[src/design/sys_pkg.sv]
package sys_pkg;

	// ==============================
	// Data types
	// ==============================

	// Host word and command byte
	typedef logic [15:0] io_word_t;
	typedef logic [7:0] cmd_code_t;

	// Audio path
	typedef logic signed [15:0] sample_t;
	// Bit 4 mutes, bits 3:0 give the right shift
	typedef logic [4:0] vol_att_t;
	typedef logic [1:0] mix_t;

	// Board LEDs
	typedef logic [7:0] led_byte_t;

	// Command decoder states
	typedef enum logic {
		WAIT_CMD,
		TAKE_DATA
	} dec_state_t;

	// ==============================
	// Constants
	// ==============================

	// Host command codes
	localparam cmd_code_t CMD_CFG = 8'h01;
	localparam cmd_code_t CMD_LED = 8'h25;
	localparam cmd_code_t CMD_VOL = 8'h26;

	// Composite sync enable in the config word
	localparam int CFG_CSYNC_BIT = 3;

	// Button debounce
	localparam int DEBOUNCE_DIV = 64;
	localparam int DEBOUNCE_LEN = 8;

	// Sync interval counters
	localparam int SYNC_CNT_W = 16;

endpackage

[src/design/host_io_port.sv]
module host_io_port import sys_pkg::*; (
	input  logic     clk_sys,
	input  logic     resetd,
	input  io_word_t host_data,
	input  logic     host_clk,
	input  logic     host_uio,
	output logic     host_ack,
	output logic     io_strobe,
	output io_word_t io_din,
	output logic     io_uio
);

	io_word_t data_s1;
	io_word_t data_s2;
	logic     clk_s1;
	logic     clk_s2;
	logic     uio_s1;
	logic     uio_s2;
	logic     rack;

	// Two-stage sync of the host word
	always_ff @(posedge clk_sys) begin
		data_s1 <= host_data;
		data_s2 <= data_s1;
	end

	always_ff @(posedge clk_sys) begin
		if (resetd) begin
			clk_s1   <= 1'b0;
			clk_s2   <= 1'b0;
			uio_s1   <= 1'b0;
			uio_s2   <= 1'b0;
			rack     <= 1'b0;
			host_ack <= 1'b0;
		end else begin
			clk_s1   <= host_clk;
			clk_s2   <= clk_s1;
			uio_s1   <= host_uio;
			uio_s2   <= uio_s1;
			// Ack trails the synced clock by two more edges
			rack     <= clk_s2;
			host_ack <= rack;
		end
	end

	// Rising level of the synced host clock
	assign io_strobe = clk_s2 & ~rack;
	assign io_din    = data_s2;
	assign io_uio    = uio_s2;

endmodule

[src/design/cmd_decoder.sv]
module cmd_decoder import sys_pkg::*; (
	input  logic      clk_sys,
	input  logic      resetd,
	input  logic      io_strobe,
	input  io_word_t  io_din,
	input  logic      io_uio,
	output logic      csync_en,
	output led_byte_t led_overtake,
	output led_byte_t led_state,
	output vol_att_t  vol_att
);

	dec_state_t state;
	cmd_code_t  cmd;

	// ==============================
	// Transfer state
	// ==============================

	always_ff @(posedge clk_sys) begin
		if (resetd) begin
			state <= WAIT_CMD;
		end else if (!io_uio) begin
			// Host dropped uio, transfer is over
			state <= WAIT_CMD;
		end else if (io_strobe && state == WAIT_CMD) begin
			state <= TAKE_DATA;
		end
	end

	// First word of a transfer carries the command
	always_ff @(posedge clk_sys) begin
		if (io_uio && io_strobe && state == WAIT_CMD) begin
			cmd <= io_din[7:0];
		end
	end

	// ==============================
	// Command registers
	// ==============================

	always_ff @(posedge clk_sys) begin
		if (resetd) begin
			csync_en     <= 1'b0;
			led_overtake <= '0;
			vol_att      <= '0;
		end else if (io_uio && io_strobe && state == TAKE_DATA) begin
			case (cmd)
				CMD_CFG: begin
					csync_en <= io_din[CFG_CSYNC_BIT];
				end
				CMD_LED: begin
					led_overtake <= io_din[15:8];
				end
				CMD_VOL: begin
					vol_att <= io_din[4:0];
				end
				default: begin
					// Unknown codes are dropped
				end
			endcase
		end
	end

	// LED levels from the low byte of an LED command
	always_ff @(posedge clk_sys) begin
		if (io_uio && io_strobe && state == TAKE_DATA && cmd == CMD_LED) begin
			led_state <= io_din[7:0];
		end
	end

endmodule

[src/design/audio_mixer.sv]
module audio_mixer import sys_pkg::*; (
	input  logic     clk_sys,
	input  logic     resetd,
	input  sample_t  audio_l,
	input  sample_t  audio_r,
	input  logic     audio_signed,
	input  mix_t     audio_mix,
	input  vol_att_t vol_att,
	output sample_t  audio_out_l,
	output sample_t  audio_out_r
);

	sample_t mix_l;
	sample_t mix_r;
	logic    mix_signed;

	// Cross-mix of one channel with the other one
	function automatic sample_t cross_mix(input sample_t own, input sample_t other,
		input mix_t mix, input logic sgn);
		sample_t res;
		case (mix)
			2'd0: res = own;
			2'd1: res = sgn ? own - (own >>> 3) + (other >>> 3)
				: own - (own >> 3) + (other >> 3);
			2'd2: res = sgn ? own - (own >>> 2) + (other >>> 2)
				: own - (own >> 2) + (other >> 2);
			default: res = sgn ? (own >>> 1) + (other >>> 1)
				: (own >> 1) + (other >> 1);
		endcase
		return res;
	endfunction

	// Stage one, mix
	always_ff @(posedge clk_sys) begin
		mix_l      <= cross_mix(audio_l, audio_r, audio_mix, audio_signed);
		mix_r      <= cross_mix(audio_r, audio_l, audio_mix, audio_signed);
		mix_signed <= audio_signed;
	end

	// Stage two, mute and volume shift
	always_ff @(posedge clk_sys) begin
		if (resetd || vol_att[4]) begin
			audio_out_l <= '0;
			audio_out_r <= '0;
		end else if (mix_signed) begin
			audio_out_l <= mix_l >>> vol_att[3:0];
			audio_out_r <= mix_r >>> vol_att[3:0];
		end else begin
			audio_out_l <= mix_l >> vol_att[3:0];
			audio_out_r <= mix_r >> vol_att[3:0];
		end
	end

endmodule

[src/design/sync_polarity.sv]
module sync_polarity import sys_pkg::*; (
	input  logic clk_sys,
	input  logic resetd,
	input  logic sync_in,
	output logic sync_out
);

	logic                  s1;
	logic                  s2;
	logic                  pol;
	logic [SYNC_CNT_W-1:0] cnt;
	logic [SYNC_CNT_W-1:0] hi_len;
	logic [SYNC_CNT_W-1:0] lo_len;

	always_ff @(posedge clk_sys) begin
		if (resetd) begin
			s1     <= 1'b0;
			s2     <= 1'b0;
			cnt    <= '0;
			hi_len <= '0;
			lo_len <= '0;
			pol    <= 1'b0;
		end else begin
			s1 <= sync_in;
			s2 <= s1;
			// Interval that just ended
			if (s2 && !s1)
				hi_len <= cnt;
			if (!s2 && s1)
				lo_len <= cnt;
			if (s2 != s1)
				cnt <= '0;
			else if (~&cnt)
				cnt <= cnt + 1'b1;
			// Long high means the input is active low
			pol <= hi_len > lo_len;
		end
	end

	assign sync_out = sync_in ^ pol;

endmodule

[src/design/video_sync_out.sv]
module video_sync_out (
	input  logic clk_sys,
	input  logic resetd,
	input  logic core_hs,
	input  logic core_vs,
	input  logic csync_en,
	output logic vga_hs,
	output logic vga_vs
);

	logic hs_pos;
	logic vs_pos;

	// Both syncs forced to active high
	sync_polarity sync_h_i (
		.clk_sys  (clk_sys),
		.resetd   (resetd),
		.sync_in  (core_hs),
		.sync_out (hs_pos)
	);

	sync_polarity sync_v_i (
		.clk_sys  (clk_sys),
		.resetd   (resetd),
		.sync_in  (core_vs),
		.sync_out (vs_pos)
	);

	// Composite sync goes out on the hsync pin
	assign vga_hs = csync_en ? ~(hs_pos ^ vs_pos) : ~hs_pos;
	assign vga_vs = csync_en ? 1'b1 : ~vs_pos;

endmodule

[src/design/front_panel.sv]
module front_panel import sys_pkg::*; (
	input  logic      clk_sys,
	input  logic      resetd,
	input  logic      btn_user_n,
	input  logic      btn_osd_n,
	input  logic [1:0] led_power,
	input  logic [1:0] led_disk,
	input  logic      led_user,
	input  led_byte_t led_overtake,
	input  led_byte_t led_state,
	output logic      btn_user,
	output logic      btn_osd,
	output logic      power_lit,
	output logic      disk_lit,
	output logic      user_lit,
	output led_byte_t board_led
);

	localparam int DIV_W = $clog2(DEBOUNCE_DIV);

	logic [DIV_W-1:0]        div;
	logic                    tick;
	logic [1:0]              btn_raw;
	logic [1:0]              btn_q;
	logic [DEBOUNCE_LEN-1:0] hist [2];
	logic [DEBOUNCE_LEN-1:0] hist_next [2];
	led_byte_t               led_default;

	// ==============================
	// Button debounce
	// ==============================

	assign tick    = div == DIV_W'(DEBOUNCE_DIV - 1);
	assign btn_raw = ~{btn_osd_n, btn_user_n};

	always_comb begin
		for (int i = 0; i < 2; i++)
			hist_next[i] = {hist[i][DEBOUNCE_LEN-2:0], btn_raw[i]};
	end

	always_ff @(posedge clk_sys) begin
		if (resetd) begin
			div   <= '0;
			btn_q <= '0;
			for (int i = 0; i < 2; i++)
				hist[i] <= '0;
		end else begin
			div <= tick ? '0 : div + 1'b1;
			if (tick) begin
				for (int i = 0; i < 2; i++) begin
					hist[i] <= hist_next[i];
					// Mixed history keeps the old level
					if (&hist_next[i])
						btn_q[i] <= 1'b1;
					else if (~|hist_next[i])
						btn_q[i] <= 1'b0;
				end
			end
		end
	end

	assign btn_user = btn_q[0];
	assign btn_osd  = btn_q[1];

	// ==============================
	// LEDs
	// ==============================

	// Power LED is steady on unless the core takes it
	assign power_lit = led_power[1] ? led_power[0] : 1'b1;
	assign disk_lit  = led_disk[0];
	assign user_lit  = led_user;

	assign led_default = {3'b000, power_lit, 1'b0, disk_lit, 1'b0, user_lit};
	assign board_led   = (led_overtake & led_state) | (~led_overtake & led_default);

endmodule

[src/design/sys_top.sv]
module sys_top import sys_pkg::*; (
	input  logic       clk_sys,
	input  logic       resetd,
	// Host word port
	input  io_word_t   host_data,
	input  logic       host_clk,
	input  logic       host_uio,
	output logic       host_ack,
	// Core audio
	input  sample_t    audio_l,
	input  sample_t    audio_r,
	input  logic       audio_signed,
	input  mix_t       audio_mix,
	output sample_t    audio_out_l,
	output sample_t    audio_out_r,
	// Video sync
	input  logic       core_hs,
	input  logic       core_vs,
	output logic       vga_hs,
	output logic       vga_vs,
	// Core LEDs
	input  logic [1:0] led_power,
	input  logic [1:0] led_disk,
	input  logic       led_user,
	// Buttons
	input  logic       btn_user_n,
	input  logic       btn_osd_n,
	output logic       btn_user,
	output logic       btn_osd,
	// Panel and board LEDs
	output logic       power_lit,
	output logic       disk_lit,
	output logic       user_lit,
	output led_byte_t  board_led
);

	logic      io_strobe;
	io_word_t  io_din;
	logic      io_uio;
	logic      csync_en;
	led_byte_t led_overtake;
	led_byte_t led_state;
	vol_att_t  vol_att;

	host_io_port host_io_i (
		.clk_sys   (clk_sys),
		.resetd    (resetd),
		.host_data (host_data),
		.host_clk  (host_clk),
		.host_uio  (host_uio),
		.host_ack  (host_ack),
		.io_strobe (io_strobe),
		.io_din    (io_din),
		.io_uio    (io_uio)
	);

	cmd_decoder cmd_dec_i (
		.clk_sys      (clk_sys),
		.resetd       (resetd),
		.io_strobe    (io_strobe),
		.io_din       (io_din),
		.io_uio       (io_uio),
		.csync_en     (csync_en),
		.led_overtake (led_overtake),
		.led_state    (led_state),
		.vol_att      (vol_att)
	);

	audio_mixer audio_i (
		.clk_sys      (clk_sys),
		.resetd       (resetd),
		.audio_l      (audio_l),
		.audio_r      (audio_r),
		.audio_signed (audio_signed),
		.audio_mix    (audio_mix),
		.vol_att      (vol_att),
		.audio_out_l  (audio_out_l),
		.audio_out_r  (audio_out_r)
	);

	video_sync_out vsync_i (
		.clk_sys  (clk_sys),
		.resetd   (resetd),
		.core_hs  (core_hs),
		.core_vs  (core_vs),
		.csync_en (csync_en),
		.vga_hs   (vga_hs),
		.vga_vs   (vga_vs)
	);

	front_panel panel_i (
		.clk_sys      (clk_sys),
		.resetd       (resetd),
		.btn_user_n   (btn_user_n),
		.btn_osd_n    (btn_osd_n),
		.led_power    (led_power),
		.led_disk     (led_disk),
		.led_user     (led_user),
		.led_overtake (led_overtake),
		.led_state    (led_state),
		.btn_user     (btn_user),
		.btn_osd      (btn_osd),
		.power_lit    (power_lit),
		.disk_lit     (disk_lit),
		.user_lit     (user_lit),
		.board_led    (board_led)
	);

endmodule

[config.mk]
export PLATFORM = sky130hd
export DESIGN_NAME = sys_top
export DESIGN_NICKNAME = d
export VERILOG_FILES = /design/src/design/sys_pkg.sv /design/src/design/host_io_port.sv /design/src/design/cmd_decoder.sv /design/src/design/audio_mixer.sv /design/src/design/sync_polarity.sv /design/src/design/video_sync_out.sv /design/src/design/front_panel.sv /design/src/design/sys_top.sv
export SDC_FILE = /design/constraint.sdc
export NUM_CORES = 1
export LEC_CHECK = 0
export ABC_AREA = 0
export BUFFER_PORTS_ARGS = -buffer_cell sky130_fd_sc_hd__buf_4
export CAP_MARGIN = 20
export CORE_UTILIZATION = 62
export DETAILED_ROUTE_END_ITERATION = 6
export HOLD_SLACK_MARGIN = 0.02
export PLACE_DENSITY = 0.88
export SYNTH_ARGS = -nofsm -noshare
export SYNTH_HDL_FRONTEND = slang
export SYNTH_SLANG_ARGS = --single-unit
[constraint.sdc]
create_clock -name clk_sys -period 5.6 [get_ports clk_sys]
set_clock_uncertainty 0.1 [all_clocks]
set_input_delay 1.4 -clock clk_sys [delete_from_list [all_inputs] [get_ports clk_sys]]
set_output_delay 1.4 -clock clk_sys [all_outputs]
set_load 0.02 [all_outputs]
==> results_dict.tcl, run 1 <==
set metrics [dict create \
    final_antenna_net_count 0 \
    post_synth.cell_area_avg_um2 8.97 \
    fraction_of_the_mapped_netlist_area_in_simple_logic_gates_pct 14.8 \
    crit_path_cell_trace "buf_4, inv_1, fa_1, inv_1, ha_1, a21o_1, a21oi_1, a21oi_1, or4_1, a41oi_1, o21ai_1, xnor2_1, or3_1, o2111ai_1" \
    cts-hold-fix-buffers 0 \
    initial_cell_density_of_the_core_pct 63.2 \
    number_of_flip_flops_and_latches_in_the_synthesized_netlist 258 \
    peak_fanout_along_the_critical_path 7 \
    min_from "host_io_i.data_s1[5]" \
    clock_power_share_pct 29.6 \
    placed_area_um2 17500 \
    groute.layer.met3.usage_pct 2.80 \
    placed_cells_incl_taps 2211 \
    clock_sink_count 258 \
    fin_tns_setup_ps 0 \
    max-cap-violations 0 \
    grt_util_met1_pct 35.3 \
    dp.final_hpwl_mm 28.4 \
    p_leak_uw 0.00786 \
    critPathBufInv 3 \
    share_seq_of_total_power_pct 39.5 \
    synth_compound_area_share_pct 13.9 \
    cts_setup_buffers 0 \
    synth_most_common_cell "sky130_fd_sc_hd__dfxtp_1" \
    area_growth_pct 10.4 \
    seqCellArea_um2 5470 \
    power.share.combinational_pct 30.8 \
    critical_path.endpoint_type "flop" \
    highest_utilization_routing_layer_at_the_global_route_stage "met2" \
    critical_path.startpoint_type "primary input" \
    timing.setup.critical_path_class "primary input to flop" \
    num_rows 59 \
    number_of_instances_in_the_synthesized_netlist 1842 \
    grt_setup_unrepaired "no" \
    critical-path-max-stage-delay_ps 570 \
    detail_route.drc_violations 18 \
    die_w_um 165 \
    yosys.area_share.xor_xnor_pct 4.88 \
    count_of_flip_flops_with_a_built_in_enable_after_synthesis 30 \
    post_synth_mux_area_share_pct 9.52 \
    failed_checks "design-rule violations" \
    place_congestion 0.965 \
    hold_viol 0 \
    cp_data_required_time_ps 5880 \
    drt-total-wl_mm 37.9 \
    grt.total_usage_pct 27.7 \
    grt_start_max_net_pins 70 \
    ioPinCount 112 \
    arrival_worst_endpoint_ps 4860 \
    max_slew_margin_pct 27.1 \
    number_of_global_route_vias_before_repair 12800 \
    critical-path-top-delay-family "compound AO/OA/AOI/OAI gates" \
    grt_first_pass_wirelength_mm 61.2 \
    wl_per_cell_um 16.9 \
    yosys.area_share.adder_pct 17.2 \
    cts_htree_levels 1 \
    die_h_um 165 \
    overflow 0 \
    slowest_stage "sky130_fd_sc_hd__fa_1" \
    netSwitchingFraction_pct 31.7 \
    synth_commonest_cells "sky130_fd_sc_hd__dfxtp_1 (228), sky130_fd_sc_hd__nor2_1 (224), sky130_fd_sc_hd__inv_1 (205)" \
    multiInputGateArea_um2 9970 \
    yosysSeqAreaShare_pct 33.1 \
    status "complete, but fails checks" \
    clock_path_buffers 3 \
    power_per_cell_area_nw_per_um2 290 \
    top_area_cells_in_the_synthesized_netlist "sky130_fd_sc_hd__dfxtp_1 (28%), sky130_fd_sc_hd__ha_1 (10%), sky130_fd_sc_hd__fa_1 (6.9%)" \
    netlist-cell-type-count 70 \
    detail_route.iter0.violations 1156 \
    via_count 13200 \
    synth-async-reset-ratio_pct 0 \
    stdcell_count 2251 \
    port-buffer-count 110 \
    insertedDiodeCount 0 \
    p_sw_uw 1680 \
    fp.dieArea_um2 27300 \
    yosysWarningCount 0 \
    slew_violations 0 \
    setup-violations-final 0 \
    post-route-cell-area_um2 18200 \
    post-route-util_pct 69.8 \
    final_period_minus_worst_setup_slack_ps 4580 \
    cts.clk_slew.worst_paths_ps 60 \
    ys.flop_type "sky130_fd_sc_hd__dfxtp_1" \
    antenna_found_initial 0 \
    tritoncts "built" \
    share_of_cells_above_drive_strength_1_pct 10.5 \
    timing_worst_slew_pin_value_ps 1090 \
    num-nets-final 2157 \
    rr_startpoint "cmd_dec_i.cmd[3]" \
    grt_use_met2_pct 49.6 \
    post_drt_via_cell_ratio 5.88 \
    crit_start "audio_l[3]" \
    p_int_uw 3610 \
    cts_root_cell "sky130_fd_sc_hd__clkbuf_16" \
    min_delay_path_depth 0 \
    drt_pre_antenna_iters 7 \
    cts_repair_resize_count 0 \
    cts-buffers-inserted 22 \
    hp-class "flop to flop" \
    share_of_yosys_cell_area_claimed_by_the_top_area_cell_type_pct 27.6 \
    insertion_delay_of_the_later_clocked_pin_in_the_worst_skew_pair_ps 510 \
    worst-path-stages 14 \
    syn_nets 2099 \
    fmax_ghz 0.218 \
    synth_top_family_by_area "adder cells" \
    placeableCoreArea_um2 26100 \
    reg2regPathDepth 7 \
    synth.largest_area_cell "sky130_fd_sc_hd__dfxtp_1" \
    layout_worst_path_cycle_share_pct 81.8 \
    ir_worst_vdd_uv 222 \
    synth.cell_area_um2 16500 \
    nFillCells 1936 \
]
## final cells by class
| cell class | instances | area share [%] |
|---|---|---|
| clock buffer | 26 | 3.21 |
| timing repair buffer | 114 | 4.69 |
| multi-input combinational | 1298 | 54.7 |
| sequential | 258 | 30.0 |
| tap | 335 | 2.30 |
| inverter | 206 | 4.24 |
| clock inverter | 14 | 0.913 |
## worst paths after layout
| path | slack [ps] | end |
|---|---|---|
| worst max-delay path | 1020 | audio_i.mix_l[15] |
| worst min-delay path | 230 | host_io_i.io_din[5] |
| worst max register to register | 2950 | cmd_dec_i.led_overtake[1] |
| worst min register to register | 230 | host_io_i.io_din[5] |
## power groups by stage
stage / Sequential (uW) / Combinational (uW) / Clock [uW]
finish: 2090 / 1630 / 1570
global route: 2100 / 1790 / 1660
CTS: 2090 / 1600 / 1590
detailed placement: 2130 / 1590 / 0
global placement: 2120 / 1540 / 0
floorplan: 2140 / 1150 / 0
## placed cells by master (no fill, tap or decap), drive strengths merged, types with 27 or more instances in the layout
cell / n
o21ai: 78
inv: 207
nor2: 224
mux2i: 102
fa: 57
buf: 114
nand2: 97
xnor2: 61
xor2: 31
edfxtp: 30
nor2b: 33
a21o: 27
ha: 136
dfxtp: 228
a21oi: 104
a211oi: 28
## per-stage QoR
| step | total power (uW) | hold slack (ps) | setup slack, ps |
|---|---|---|---|
| CTS | 5280 | 227 | 1100 |
| finish | 5290 | 226 | 1020 |
| floorplan | 3280 | 210 | 1200 |
| detailed placement | 3720 | 212 | 588 |
| global placement | 3660 | 211 | 657 |
| global route | 5550 | 232 | 894 |
## registers in the layout, summed over array words and instances (netlist names), 14 cells and up
| name | cells |
|---|---|
| audio_i.mix_l | 16 |
| vsync_i.sync_h_i.lo_len | 16 |
| audio_i.audio_out_r | 16 |
| panel_i.hist | 14 |
| vsync_i.sync_h_i.hi_len | 16 |
| host_io_i.data_s1 | 16 |
| host_io_i.io_din | 16 |
| audio_i.mix_r | 16 |
| vsync_i.sync_v_i.cnt | 16 |
| vsync_i.sync_v_i.lo_len | 16 |
| vsync_i.sync_h_i.cnt | 16 |
| vsync_i.sync_v_i.hi_len | 16 |
| audio_i.audio_out_l | 16 |
## per-layer routing
metal  part of all wire (%)  up-vias
met5                      0        -
met4                    2.1        0
met3                    6.3       57
met2                     50      456
met1                     42     6323
li1                       -     6404
## logic make-up (layout without fill, tap and decap cells)
| logic type | count (synthesis) | in the layout |
|---|---|---|
| and+or+nand+nor | 524 | 524 |
| xor gates and xnor gates | 92 | 92 |
| buffers and inverters | 286 | 360 |
| muxes | 135 | 135 |
| AOI/OAI and AO/OA | 354 | 354 |
| DFF | 258 | 258 |
| adders and majority gates | 193 | 193 |
(Power assumes the default switching activity.)
==> run 2, diff against run 1 <==
--- a/config.mk
+++ b/config.mk
@@ -8,10 +8,10 @@
 export ABC_AREA = 0
 export BUFFER_PORTS_ARGS = -buffer_cell sky130_fd_sc_hd__buf_4
 export CAP_MARGIN = 20
-export CORE_UTILIZATION = 62
+export CORE_UTILIZATION = 56
 export DETAILED_ROUTE_END_ITERATION = 6
 export HOLD_SLACK_MARGIN = 0.02
-export PLACE_DENSITY = 0.88
+export PLACE_DENSITY = 0.85
 export SYNTH_ARGS = -nofsm -noshare
 export SYNTH_HDL_FRONTEND = slang
 export SYNTH_SLANG_ARGS = --single-unit
==> constraint.sdc (replaced) <==
create_clock -name clk_sys -period 4.1 [get_ports clk_sys]
set_clock_uncertainty 0.1 [all_clocks]
set_input_delay 1.025 -clock clk_sys [delete_from_list [all_inputs] [get_ports clk_sys]]
set_output_delay 1.025 -clock clk_sys [all_outputs]
set_load 0.02 [all_outputs]
==> run 2 against run 1 <==
The flow now finishes without violations. Combinational power up 51%. Critical path depth unchanged. Sequential power up 36%. Routed wire length up 5.7%. Clock power up 33%. Register-to-register slack worse by 1400 ps. Critical path type unchanged. Largest cell class unchanged. Largest power group unchanged.
==> results_dict.tcl, run 2 (same netlist as run 1, synthesis figures left out) <==
set metrics [dict create \
    netSwitchingFraction_pct 31.8 \
    cts_setup_buffers 0 \
    ioPinCount 112 \
    grt_setup_unrepaired "no" \
    post_drt_via_cell_ratio 5.69 \
    hold_viol 0 \
    via_count 13800 \
    grt.total_usage_pct 26.3 \
    groute.layer.met3.usage_pct 1.89 \
    arrival_worst_endpoint_ps 4280 \
    worst-r2r-setup-slack_ps 1510 \
    detail_route.drc_violations 0 \
    clock_power_share_pct 28.3 \
    area_growth_pct 16.2 \
    overflow 0 \
    cts_root_cell "sky130_fd_sc_hd__clkbuf_16" \
    p_sw_uw 2360 \
    port-buffer-count 110 \
    cts.clk_slew.worst_paths_ps 60 \
    share_of_cells_above_drive_strength_1_pct 15.8 \
    min_from "host_io_i.data_s1[8]" \
    cts_htree_levels 1 \
    ir_worst_vdd_uv 297 \
    cts_repair_resize_count 0 \
    most_frequent_standard_cell_in_the_layout_excluding_fill_and_tap_cells "sky130_fd_sc_hd__buf_4" \
    final_antenna_net_count 0 \
    peak_fanout_along_the_critical_path 3 \
    max_slew_margin_pct 24.3 \
    place_congestion 0.928 \
    cts-hold-fix-buffers 0 \
    drt_pre_antenna_iters 6 \
    power.share.combinational_pct 33.3 \
    highest_utilization_routing_layer_at_the_global_route_stage "met2" \
    grt_use_met2_pct 47.3 \
    detail_route.iter0.violations 964 \
    dp.final_hpwl_mm 30.6 \
    placeableCoreArea_um2 28900 \
    number_of_global_route_vias_before_repair 13700 \
    die_h_um 174 \
    critical_path.startpoint_type "primary input" \
    crit_start "audio_l[3]" \
    clock_sink_count 258 \
    drt-total-wl_mm 40.1 \
    grt_first_pass_wirelength_mm 65.9 \
    min_delay_worst_endpoint "host_io_i.io_din[8]" \
    placed_cells_incl_taps 2378 \
    hp-class "flop to flop" \
    power_per_cell_area_nw_per_um2 386 \
    min_delay_path_depth 0 \
    layout_worst_path_cycle_share_pct 97.1 \
    insertedDiodeCount 0 \
    insertion_delay_of_the_later_clocked_pin_in_the_worst_skew_pair_ps 520 \
    cts-buffers-inserted 23 \
    num_rows 62 \
    post-route-util_pct 66.5 \
    final_cell_mix "sky130_fd_sc_hd__buf_4 (231), sky130_fd_sc_hd__dfxtp_1 (226), sky130_fd_sc_hd__nor2_1 (224)" \
    setup-violations-final 0 \
    status "complete, no violations" \
    timing.setup.critical_path_class "primary input to flop" \
    reg2regPathDepth 5 \
    timing_worst_slew_pin_value_ps 1140 \
    place_ws_ps -340 \
    cp_data_required_time_ps 4400 \
    final_period_minus_worst_setup_slack_ps 3980 \
    num-nets-final 2276 \
    clock_path_buffers 3 \
    initial_cell_density_of_the_core_pct 57.2 \
    grt_util_met1_pct 34.1 \
    p_int_uw 5040 \
    fmax_ghz 0.251 \
    tritoncts "built" \
    worstReg2RegEnd "audio_i.audio_out_r[0]" \
    share_seq_of_total_power_pct 38.4 \
    p_leak_uw 0.00844 \
    fp.dieArea_um2 30200 \
    post-layout-total-power_uw 7400 \
    slew_violations 0 \
    placed_area_um2 18400 \
    critical_path.endpoint_type "flop" \
    antenna_found_initial 0 \
    post-route-cell-area_um2 19200 \
    stdcell_count 2418 \
    die_w_um 174 \
    worst_setup_slack_final_ps 120 \
    max-cap-violations 0 \
    grt_start_max_net_pins 71 \
    rr_startpoint "cmd_dec_i.vol_att[0]" \
    wl_per_cell_um 16.6 \
]
[run 2: cell types whose count changed in the layout (fill, tap and decap cells not counted), sizes merged]
cell,delta
buf,+118
bufinv,-2
inv,+2
clkbuf,+1
clkinvlp,-1
[run 2: how the worst max path moves through the flow]
stage | slack [ps] | to | depth (start not counted)
after floorplan | 80 | audio_i.mix_l[15] | 13
after global placement | -230 | audio_i.mix_l[15] | 14
after detailed placement | -340 | audio_i.mix_l[15] | 14
after CTS | 180 | audio_i.mix_l[15] | 14
after global routing | 6 | audio_i.mix_l[15] | 14
final | 120 | audio_i.mix_l[15] | 14
[run 2: per-stage QoR]
stage | hold slack, ps | setup TNS [ps]
after detailed placement | 212 | -1990
after CTS | 224 | 0
after floorplan | 210 | 0
final | 223 | 0
after global placement | 211 | -1360
after global routing | 232 | 0
[run 2: metal layers]
metal  wire length [um]  share of wire, %  vias up
li1                   -                 -     6641
met1              17100                43     6534
met2              19900                50      502
met3               2260               5.6       74
met4                804               2.0        0
met5                  0                 0        -
[run 2: critical path, cell delays in order]
cell and delay, ps:
sky130_fd_sc_hd__buf_4 100, sky130_fd_sc_hd__inv_1 80, sky130_fd_sc_hd__fa_1 530, sky130_fd_sc_hd__inv_1 40, sky130_fd_sc_hd__ha_1 300, sky130_fd_sc_hd__a21o_1 170, sky130_fd_sc_hd__a21oi_1 180, sky130_fd_sc_hd__a21oi_1 150
sky130_fd_sc_hd__or4_1 550, sky130_fd_sc_hd__a41oi_1 390, sky130_fd_sc_hd__o21ai_1 140, sky130_fd_sc_hd__xnor2_1 130, sky130_fd_sc_hd__or3_1 310, sky130_fd_sc_hd__o2111ai_1 180
[run 2: area by class of cell]
cell class / count / area, um^2
Inverter: 206 / 773
Fill cell: 2210 / 9670
Clock inverter: 13 / 121
Clock buffer: 27 / 621
Tap cell: 384 / 480
Timing Repair Buffer: 232 / 1750
Multi-Input combinational cell: 1298 / 9970
Sequential cell: 258 / 5470
[run 2: power by group through the flow]
stage / logic (uW) / registers, uW / clock network [uW]
global route: 2690 / 2860 / 2230
floorplan: 1560 / 2920 / 0
CTS: 2430 / 2840 / 2120
detailed placement: 2420 / 2900 / 0
finish: 2460 / 2840 / 2090
global placement: 2340 / 2890 / 0
